[src/rename_pkg.sv]
package rename_pkg;

	// ************************************************************************
	// architectural and physical register space
	// ************************************************************************

	localparam int AR_BITS = 5;	// arch register index
	localparam int NUM_AR = 32;
	localparam int PR_BITS = 7;	// physical tag
	localparam int NUM_PR = 128;

	// tags not mapped at reset sit in the free list
	localparam int NUM_FREE = NUM_PR - NUM_AR;
	localparam int FL_PTR_BITS = 7;	// indexes NUM_FREE+1 slots

	localparam int CDB_WIDTH = 2;	// completion lanes

	localparam int RQ_DEPTH = 16;
	localparam int RQ_PTR_BITS = 4;

	// ************************************************************************
	// operand selects from decode
	// ************************************************************************

	typedef enum logic [1:0] {
		opa_is_rega,	// only this one reads a register
		opa_is_npc,
		opa_is_pc,
		opa_is_zero
	} opa_select_t;

	typedef enum logic [1:0] {
		opb_is_regb,	// only this one reads a register
		opb_is_imm,
		opb_is_br_disp,
		opb_is_zero
	} opb_select_t;

endpackage

[src/retire_queue.sv]
`timescale 1ns/1ps

module retire_queue import rename_pkg::*;
(
	input  logic clock,
	input  logic reset,
	input  logic recover,
	input  logic alloc0,
	input  logic alloc1,
	input  logic [AR_BITS-1:0] dest_idx0,
	input  logic [AR_BITS-1:0] dest_idx1,
	input  logic [PR_BITS-1:0] fl_pr0,
	input  logic [PR_BITS-1:0] fl_pr1,
	input  logic [PR_BITS-1:0] told0,
	input  logic [PR_BITS-1:0] told1,
	input  logic [1:0] retire_num,
	output logic ret_valid0,
	output logic ret_valid1,
	output logic [AR_BITS-1:0] ret_ar0,
	output logic [AR_BITS-1:0] ret_ar1,
	output logic [PR_BITS-1:0] ret_pr0,
	output logic [PR_BITS-1:0] ret_pr1,
	output logic [PR_BITS-1:0] ret_told0,
	output logic [PR_BITS-1:0] ret_told1,
	output logic [RQ_PTR_BITS:0] space
);

	logic [AR_BITS-1:0] q_ar [RQ_DEPTH];
	logic [PR_BITS-1:0] q_pr [RQ_DEPTH];
	logic [PR_BITS-1:0] q_told [RQ_DEPTH];
	logic [RQ_PTR_BITS-1:0] head, tail;	// pointers wrap on their own
	logic [RQ_PTR_BITS:0] count;
	logic [1:0] pop_n;
	logic [RQ_PTR_BITS-1:0] tail_b;	// slot for the second push

	// clamp to two and to what is actually held
	always_comb
	begin
		pop_n = (retire_num > 2'd2) ? 2'd2 : retire_num;
		if ({{(RQ_PTR_BITS-1){1'b0}}, pop_n} > count)
			pop_n = count[1:0];
	end

	assign ret_valid0 = (pop_n != 2'd0);
	assign ret_valid1 = (pop_n == 2'd2);
	assign ret_ar0 = q_ar[head];
	assign ret_ar1 = q_ar[head + 1'b1];
	assign ret_pr0 = q_pr[head];
	assign ret_pr1 = q_pr[head + 1'b1];
	assign ret_told0 = q_told[head];
	assign ret_told1 = q_told[head + 1'b1];

	assign space = (RQ_PTR_BITS+1)'(RQ_DEPTH) - count;
	assign tail_b = alloc0 ? tail + 1'b1 : tail;

	always_ff @(posedge clock)
	begin
		if (reset || recover)
		begin
			head <= '0;
			tail <= '0;
			count <= '0;
		end
		else
		begin
			if (alloc0)
			begin
				q_ar[tail] <= dest_idx0;
				q_pr[tail] <= fl_pr0;
				q_told[tail] <= told0;
			end
			if (alloc1)
			begin
				q_ar[tail_b] <= dest_idx1;
				q_pr[tail_b] <= fl_pr1;
				q_told[tail_b] <= told1;
			end
			tail <= tail + RQ_PTR_BITS'(alloc0) + RQ_PTR_BITS'(alloc1);
			head <= head + RQ_PTR_BITS'(pop_n);
			count <= count + (RQ_PTR_BITS+1)'(alloc0) + (RQ_PTR_BITS+1)'(alloc1)
				- (RQ_PTR_BITS+1)'(pop_n);
		end
	end

endmodule

[config.mk]
export PLATFORM = sky130hd
export DESIGN_NAME = retire_queue
export DESIGN_NICKNAME = d
export VERILOG_FILES = /design/src/rename_pkg.sv /design/src/retire_queue.sv
export SDC_FILE = /design/constraint.sdc
export NUM_CORES = 1
export LEC_CHECK = 0
export BUFFER_PORTS_ARGS = -buffer_cell sky130_fd_sc_hd__buf_2
export CAP_MARGIN = 15
export CORE_UTILIZATION = 25
export CTS_CLUSTER_DIAMETER = 150
export DETAILED_ROUTE_END_ITERATION = 10
export MAX_ROUTING_LAYER = met4
export PLACE_DENSITY = 0.41
export SYNTH_ARGS = -nofsm -noshare
export SYNTH_HDL_FRONTEND = slang
export SYNTH_SLANG_ARGS = --single-unit
export TNS_END_PERCENT = 20
[constraint.sdc]
create_clock -name clock -period 7.4 [get_ports clock]
set_input_delay 1.11 -clock clock [delete_from_list [all_inputs] [get_ports clock]]
set_output_delay 1.11 -clock clock [all_outputs]
set_load 0.01 [all_outputs]
Word-level counts from Yosys, hierarchy flattened --
Memories as Yosys holds them, arrays and structs flattened. A register that Yosys moved wholly into a read port is not among the register bits. Cells that the tools add are included.
Storage, ports and cells: bits in read-only memories 0, register bits 13, latch bits 0, memories 3, RAM bits 304, bits of input ports 45
Memories:
- q_pr | words 16, width 7, read ports 2, clocked after Yosys merged registers in 1, wr ports 2, RTL line retire_queue.sv:29 | logic [PR_BITS-1:0] q_pr [RQ_DEPTH];
- q_told | words 16, width 7, read ports 2, clocked after Yosys merged registers in 1, wr ports 2, RTL line retire_queue.sv:30 | logic [PR_BITS-1:0] q_told [RQ_DEPTH];
- q_ar | words 16, width 5, read ports 2, clocked after Yosys merged registers in 1, wr ports 2, RTL line retire_queue.sv:28 | logic [AR_BITS-1:0] q_ar [RQ_DEPTH];
Operators by class: magnitude comparators 2, bitwise logic cells 0, add/sub/neg operators 9, shift operators 0, eq/ne operators 1, reductions and logical operators 2, mux-type cells 12, divide/modulo/power cells 0, $mul 0
Operators by type and width (number):
- 2-to-1 mux 4 bit | 4
- adder 5 x 1 -> 5 bit | 2
- adder 4 x 1 -> 4 bit | 2
- adder 4 x 1 -> 4 bit (second input constant) | 2
- 2-to-1 mux 1 bit | 6
- greater-than comparator 2 x 5 -> 1 bit | 1
- subtractor 5 x 2 -> 5 bit | 1
- subtractor 5 bit (first input constant) | 1
- adder 4 x 2 -> 4 bit | 1
- 2-to-1 mux 2 bit | 2
- equality test 2 bit (second input constant) | 1
- greater-than comparator 2 bit (second input constant) | 1
- nonzero test 2 bit | 1
- logical OR 1 bit | 1

Logic depth before layout (Yosys ltp) --
depth after elaboration 6, depth in mapped cells 13

Worst setup path after synthesis --
No wires, ideal clock.
path type in2reg, start in retire_num[1], end reg count[4], setup slack 3.654 ns, arrival 3.618 ns, path buffers 0, library setup time 0.128 ns, stages on the path 12, cell sequence ha_1 nor2b_1 o2111ai_1 mux2i_1 ha_1 inv_1 fa_1 fa_1 a21oi_1 o21bai_1 xor2_1 nor2_1
On the way: word-level cells in the longest chain between the ends 5
RTL lines:
- start, declared | RTL line retire_queue.sv:16 | input logic [1:0] retire_num,
- greater-than comparator 2 bit | RTL line retire_queue.sv:39 | pop_n = (retire_num > 2'd2) ? 2'd2 : retire_num;
- 2-to-1 mux 2 bit (*) | RTL line retire_queue.sv:39
- greater-than comparator 2 x 5 -> 1 bit | RTL line retire_queue.sv:40 | if ({{(RQ_PTR_BITS-1){1'b0}}, pop_n} > count)
- 2-to-1 mux 2 bit (*) | RTL line retire_queue.sv:40
- subtractor 5 x 2 -> 5 bit (*) | RTL line retire_queue.sv:81 | - (RQ_PTR_BITS+1)'(pop_n);
- end signal, assigned | RTL line retire_queue.sv:80 | count <= count + (RQ_PTR_BITS+1)'(alloc0) + (RQ_PTR_BITS+1)'(alloc1)
- end, declared | RTL line retire_queue.sv:32 | logic [RQ_PTR_BITS:0] count;
Mark *: on every way between the ends. The rest lies on a longest branch, timed or not. A chain may end at the register's enable or synchronous reset.

Worst setup path in the final report --
start reg head[1], end out ret_pr1[2]
On the way: word-level cells in the longest chain between the ends 2
RTL lines:
- start, declared | RTL line retire_queue.sv:31 | logic [RQ_PTR_BITS-1:0] head, tail;
- start signal, assigned | RTL line retire_queue.sv:79 | head <= head + RQ_PTR_BITS'(pop_n);
- adder 4 x 1 -> 4 bit | RTL line retire_queue.sv:49 | assign ret_pr1 = q_pr[head + 1'b1];
- memory (16 x 7 bit)
- end, declared | RTL line retire_queue.sv:22 | output logic [PR_BITS-1:0] ret_pr1,
Every way passes these cells.

==> impl_metrics.tcl <==
set metrics [dict create \
    outcome "completed" \
    yosys_warnings 0 \
    synth_mux_area_share_pct 32.71 \
    std_cell_rows 101 \
    endpoint_kind "primary output" \
    clockBufferDepth 3 \
    cts_tree "yes" \
    grt_max_degree 60 \
    timing.critical_path.buf_inv 3 \
    synth_fp_nets 1491 \
    drcViolationCount 0 \
    cts_sinks 317 \
    maxSlewViolCount 0 \
    root_buffer "clkbuf_16" \
    clock.fmax_mhz 202.9 \
    critPathArrivalTime_ns 3.82 \
    finalWirelength_um 72840 \
    ir_drop_v 0.0001854 \
    crit_path_max_fanout 54 \
    drive_gt1_share_pct 38.56 \
    hold_path.class "reg -> reg" \
    drv_cap 0 \
    synthesis.area_mm2 0.01919 \
    numPortBuffers 89 \
    whs_ns 0.6361 \
    avgSynthCellArea_um2 13.48 \
    synth-main-ff-cell "edfxtp_1" \
    finalSetupTns_ns 0 \
    setup.worst_path.start_class "flop" \
    post_cts_buffers 0 \
    crit_top_cell "buf_4" \
    cts_resized 0 \
    postCtsHoldBufs 0 \
    power_density_mw_per_mm2 240.9 \
    overflow 0 \
    ys_seq_elements 317 \
    clkTransAtPathRegs_ns 0.06 \
    synth-seq-area-share_pct 48.93 \
    max_slew.worst_pin.slew_ns 1.137 \
    dp_hpwl_um 46790 \
    drtIter0Drc 1143 \
    first_global_vias 12950 \
    die_x_um 279.1 \
    synth_edf_count 304 \
    numCtsBuffers 38 \
    dpl.cell_count 2432 \
    start_util_pct 25.27 \
    nets 1509 \
    p_leak_nw 7.052 \
    synth_adder_area_share_pct 1.591 \
    synth_simple_gate_area_share_pct 5.959 \
    gp_congestion 0.8561 \
    synthArstFlopShare_pct 0 \
    synth_compound_area_share_pct 6.292 \
    ant_nets 0 \
    yosys.area_share.xor_xnor_pct 0.7237 \
    grt_setup_unrepaired "no" \
    worstSkewPairLatency_ns 0.57 \
    vias 13050 \
    viasPerCell 5.219 \
    fin_crit_ns 4.928 \
    synth_top_family_by_area "multiplexers" \
    cp.required_ns 6.29 \
    fill_cells 7602 \
    crit_family "buffers and inverters" \
    cp_cell_sequence "ha_2 -> xor2_4 -> buf_4 -> buf_4 -> mux2i_1 -> a221oi_1 -> a32o_1 -> buf_2" \
    slew_headroom_pct 24.19 \
    cp_slowest_cell "buf_4" \
    skew_ns 0.02132 \
    grt_antenna_before_repair 3 \
    grt_usage_pct 19.11 \
    worstSetupPathType "reg -> out" \
    grt_pass1_wl_um 103000 \
    final.period_utilization_pct 66.60 \
    synthesis.instances 1424 \
    instances_no_fill 2501 \
    cpPeakStageDelay_ns 0.67 \
    synthDistinctLibCells 51 \
    coreArea_mm2 0.07595 \
    die_h_um 279.1 \
    setup_viol 0 \
    io-pin-count 90 \
    area_growth_pct 14.45 \
    post_drt_wl_per_cell_um 29.13 \
    hold_violations 0 \
    detail_route.first_pass.iterations 5 \
    dieArea_mm2 0.07787 \
    htreeDepth 2 \
]
worst min-delay path, stage by stage (launching register included):
cell and delay (ns):
dfxtp_2 0.41, xnor2_1 0.16, nor2_1 0.04
area by class of cell:
cell class,count,area (µm²),share of cell area [%]
multi-input cells,951,9269,42.20
well taps,1030,1289,5.868
flip-flops and latches,317,9398,42.79
diodes,3,7.507,0.03418
repair buffers,121,773.2,3.521
clock inverters,17,163.9,0.7463
clock buffers,49,1013,4.615
inverters,13,48.80,0.2222
synthesized netlist by cell type, types with 4 or more instances:
cell type / n / area share, %
buf_1: 4 / 0.078
ha_1: 18 / 1.2
clkbuf_1: 68 / 1.3
o21ai_0: 22 / 0.57
nor3_1: 5 / 0.13
and3_1: 4 / 0.13
and2_1: 8 / 0.26
nand2_1: 173 / 3.4
a22oi_1: 19 / 0.74
nand3_1: 40 / 1.0
buf_4: 12 / 0.47
buf_2: 55 / 1.4
xnor2_1: 12 / 0.55
a221oi_1: 55 / 2.5
nor2_1: 14 / 0.27
edfxtp_1: 304 / 48
dfxtp_1: 13 / 1.4
o21ai_1: 4 / 0.10
inv_1: 12 / 0.23
o21bai_1: 6 / 0.23
fa_1: 4 / 0.42
mux2_2: 289 / 17
mux4_2: 76 / 8.9
buf_6: 4 / 0.23
mux2i_1: 114 / 5.9
a32o_1: 18 / 0.94
nor2b_1: 7 / 0.23
mux2_1: 15 / 0.88
a21o_1: 10 / 0.39
a21oi_1: 8 / 0.21
cells in the final DEF (no fill, tap or decap), types with 10 or more instances in the layout:
master and instances:
a22oi_1 19, dfxtp_1 10, o21ai_0 22, mux2_1 15
inv_1 12, mux2i_1 114, a221oi_1 55, a21o_1 10
buf_2 89, xnor2_1 10, a32o_1 18, clkbuf_16 39
mux4_2 76, nand3_1 40, nand2_1 173, mux2_2 289
buf_4 27, edfxtp_1 304, clkbuf_1 10, ha_1 17
nor2_1 11
kinds of logic (layout without fill, tap and decap cells):
| kind of cell | after synthesis | in the layout |
|---|---|---|
| compound gates | 155 | 155 |
| xor+xnor | 15 | 15 |
| fa+ha+maj | 22 | 22 |
| buf+inv | 156 | 200 |
| flops | 317 | 317 |
| mux | 494 | 494 |
| other cells | 0 | 3 |
| simple gates | 265 | 265 |
routing by layer:
layer  part of all wire [%]  routed length [µm]  up-vias  GRT usage [%]
li1                       -                   -     5611              -
met1                     47               33890     6861          26.31
met2                     46               33150      488          29.41
met3                    5.7                4118       93          2.753
met4                    2.3                1688        0          4.818
met5                      0                   0        -              -
power breakdown:
part | internal [mW] | leakage [nW] | switching [mW] | total, mW
logic | 0.577 | 3.64 | 0.811 | 1.39
clock network | 1.07 | 0.565 | 0.797 | 1.87
registers | 1.99 | 2.85 | 0.0420 | 2.04
path summary, 6_finish.rpt:
path,start,to,slack [ns],depth (start not counted)
worst max register to register,tail[0],q_told[8][0],3.34,6
worst min register to register,head[2],head[2],0.64,2
worst max-delay path,head[1],ret_pr1[2],2.47,8
worst min-delay path,head[2],head[2],0.64,2
registers in the layout, summed over array words and instances (netlist names):
register  flops
q_ar         80
count         5
q_told      112
head          4
tail          4
q_pr        112
metrics by stage:
stage	utilization [%]	area [µm²]	total power [mW]	worst slack (ns)
global route	28.91	21960	5.484	2.124
CTS	28.91	21950	5.342	2.383
detailed placement	27.36	20780	3.461	2.851
global placement	27.19	20650	3.462	2.878
floorplan	-	19190	2.948	3.654
finish	28.92	21960	5.291	2.472
No activity file was read; power rests on OpenSTA's default activity.
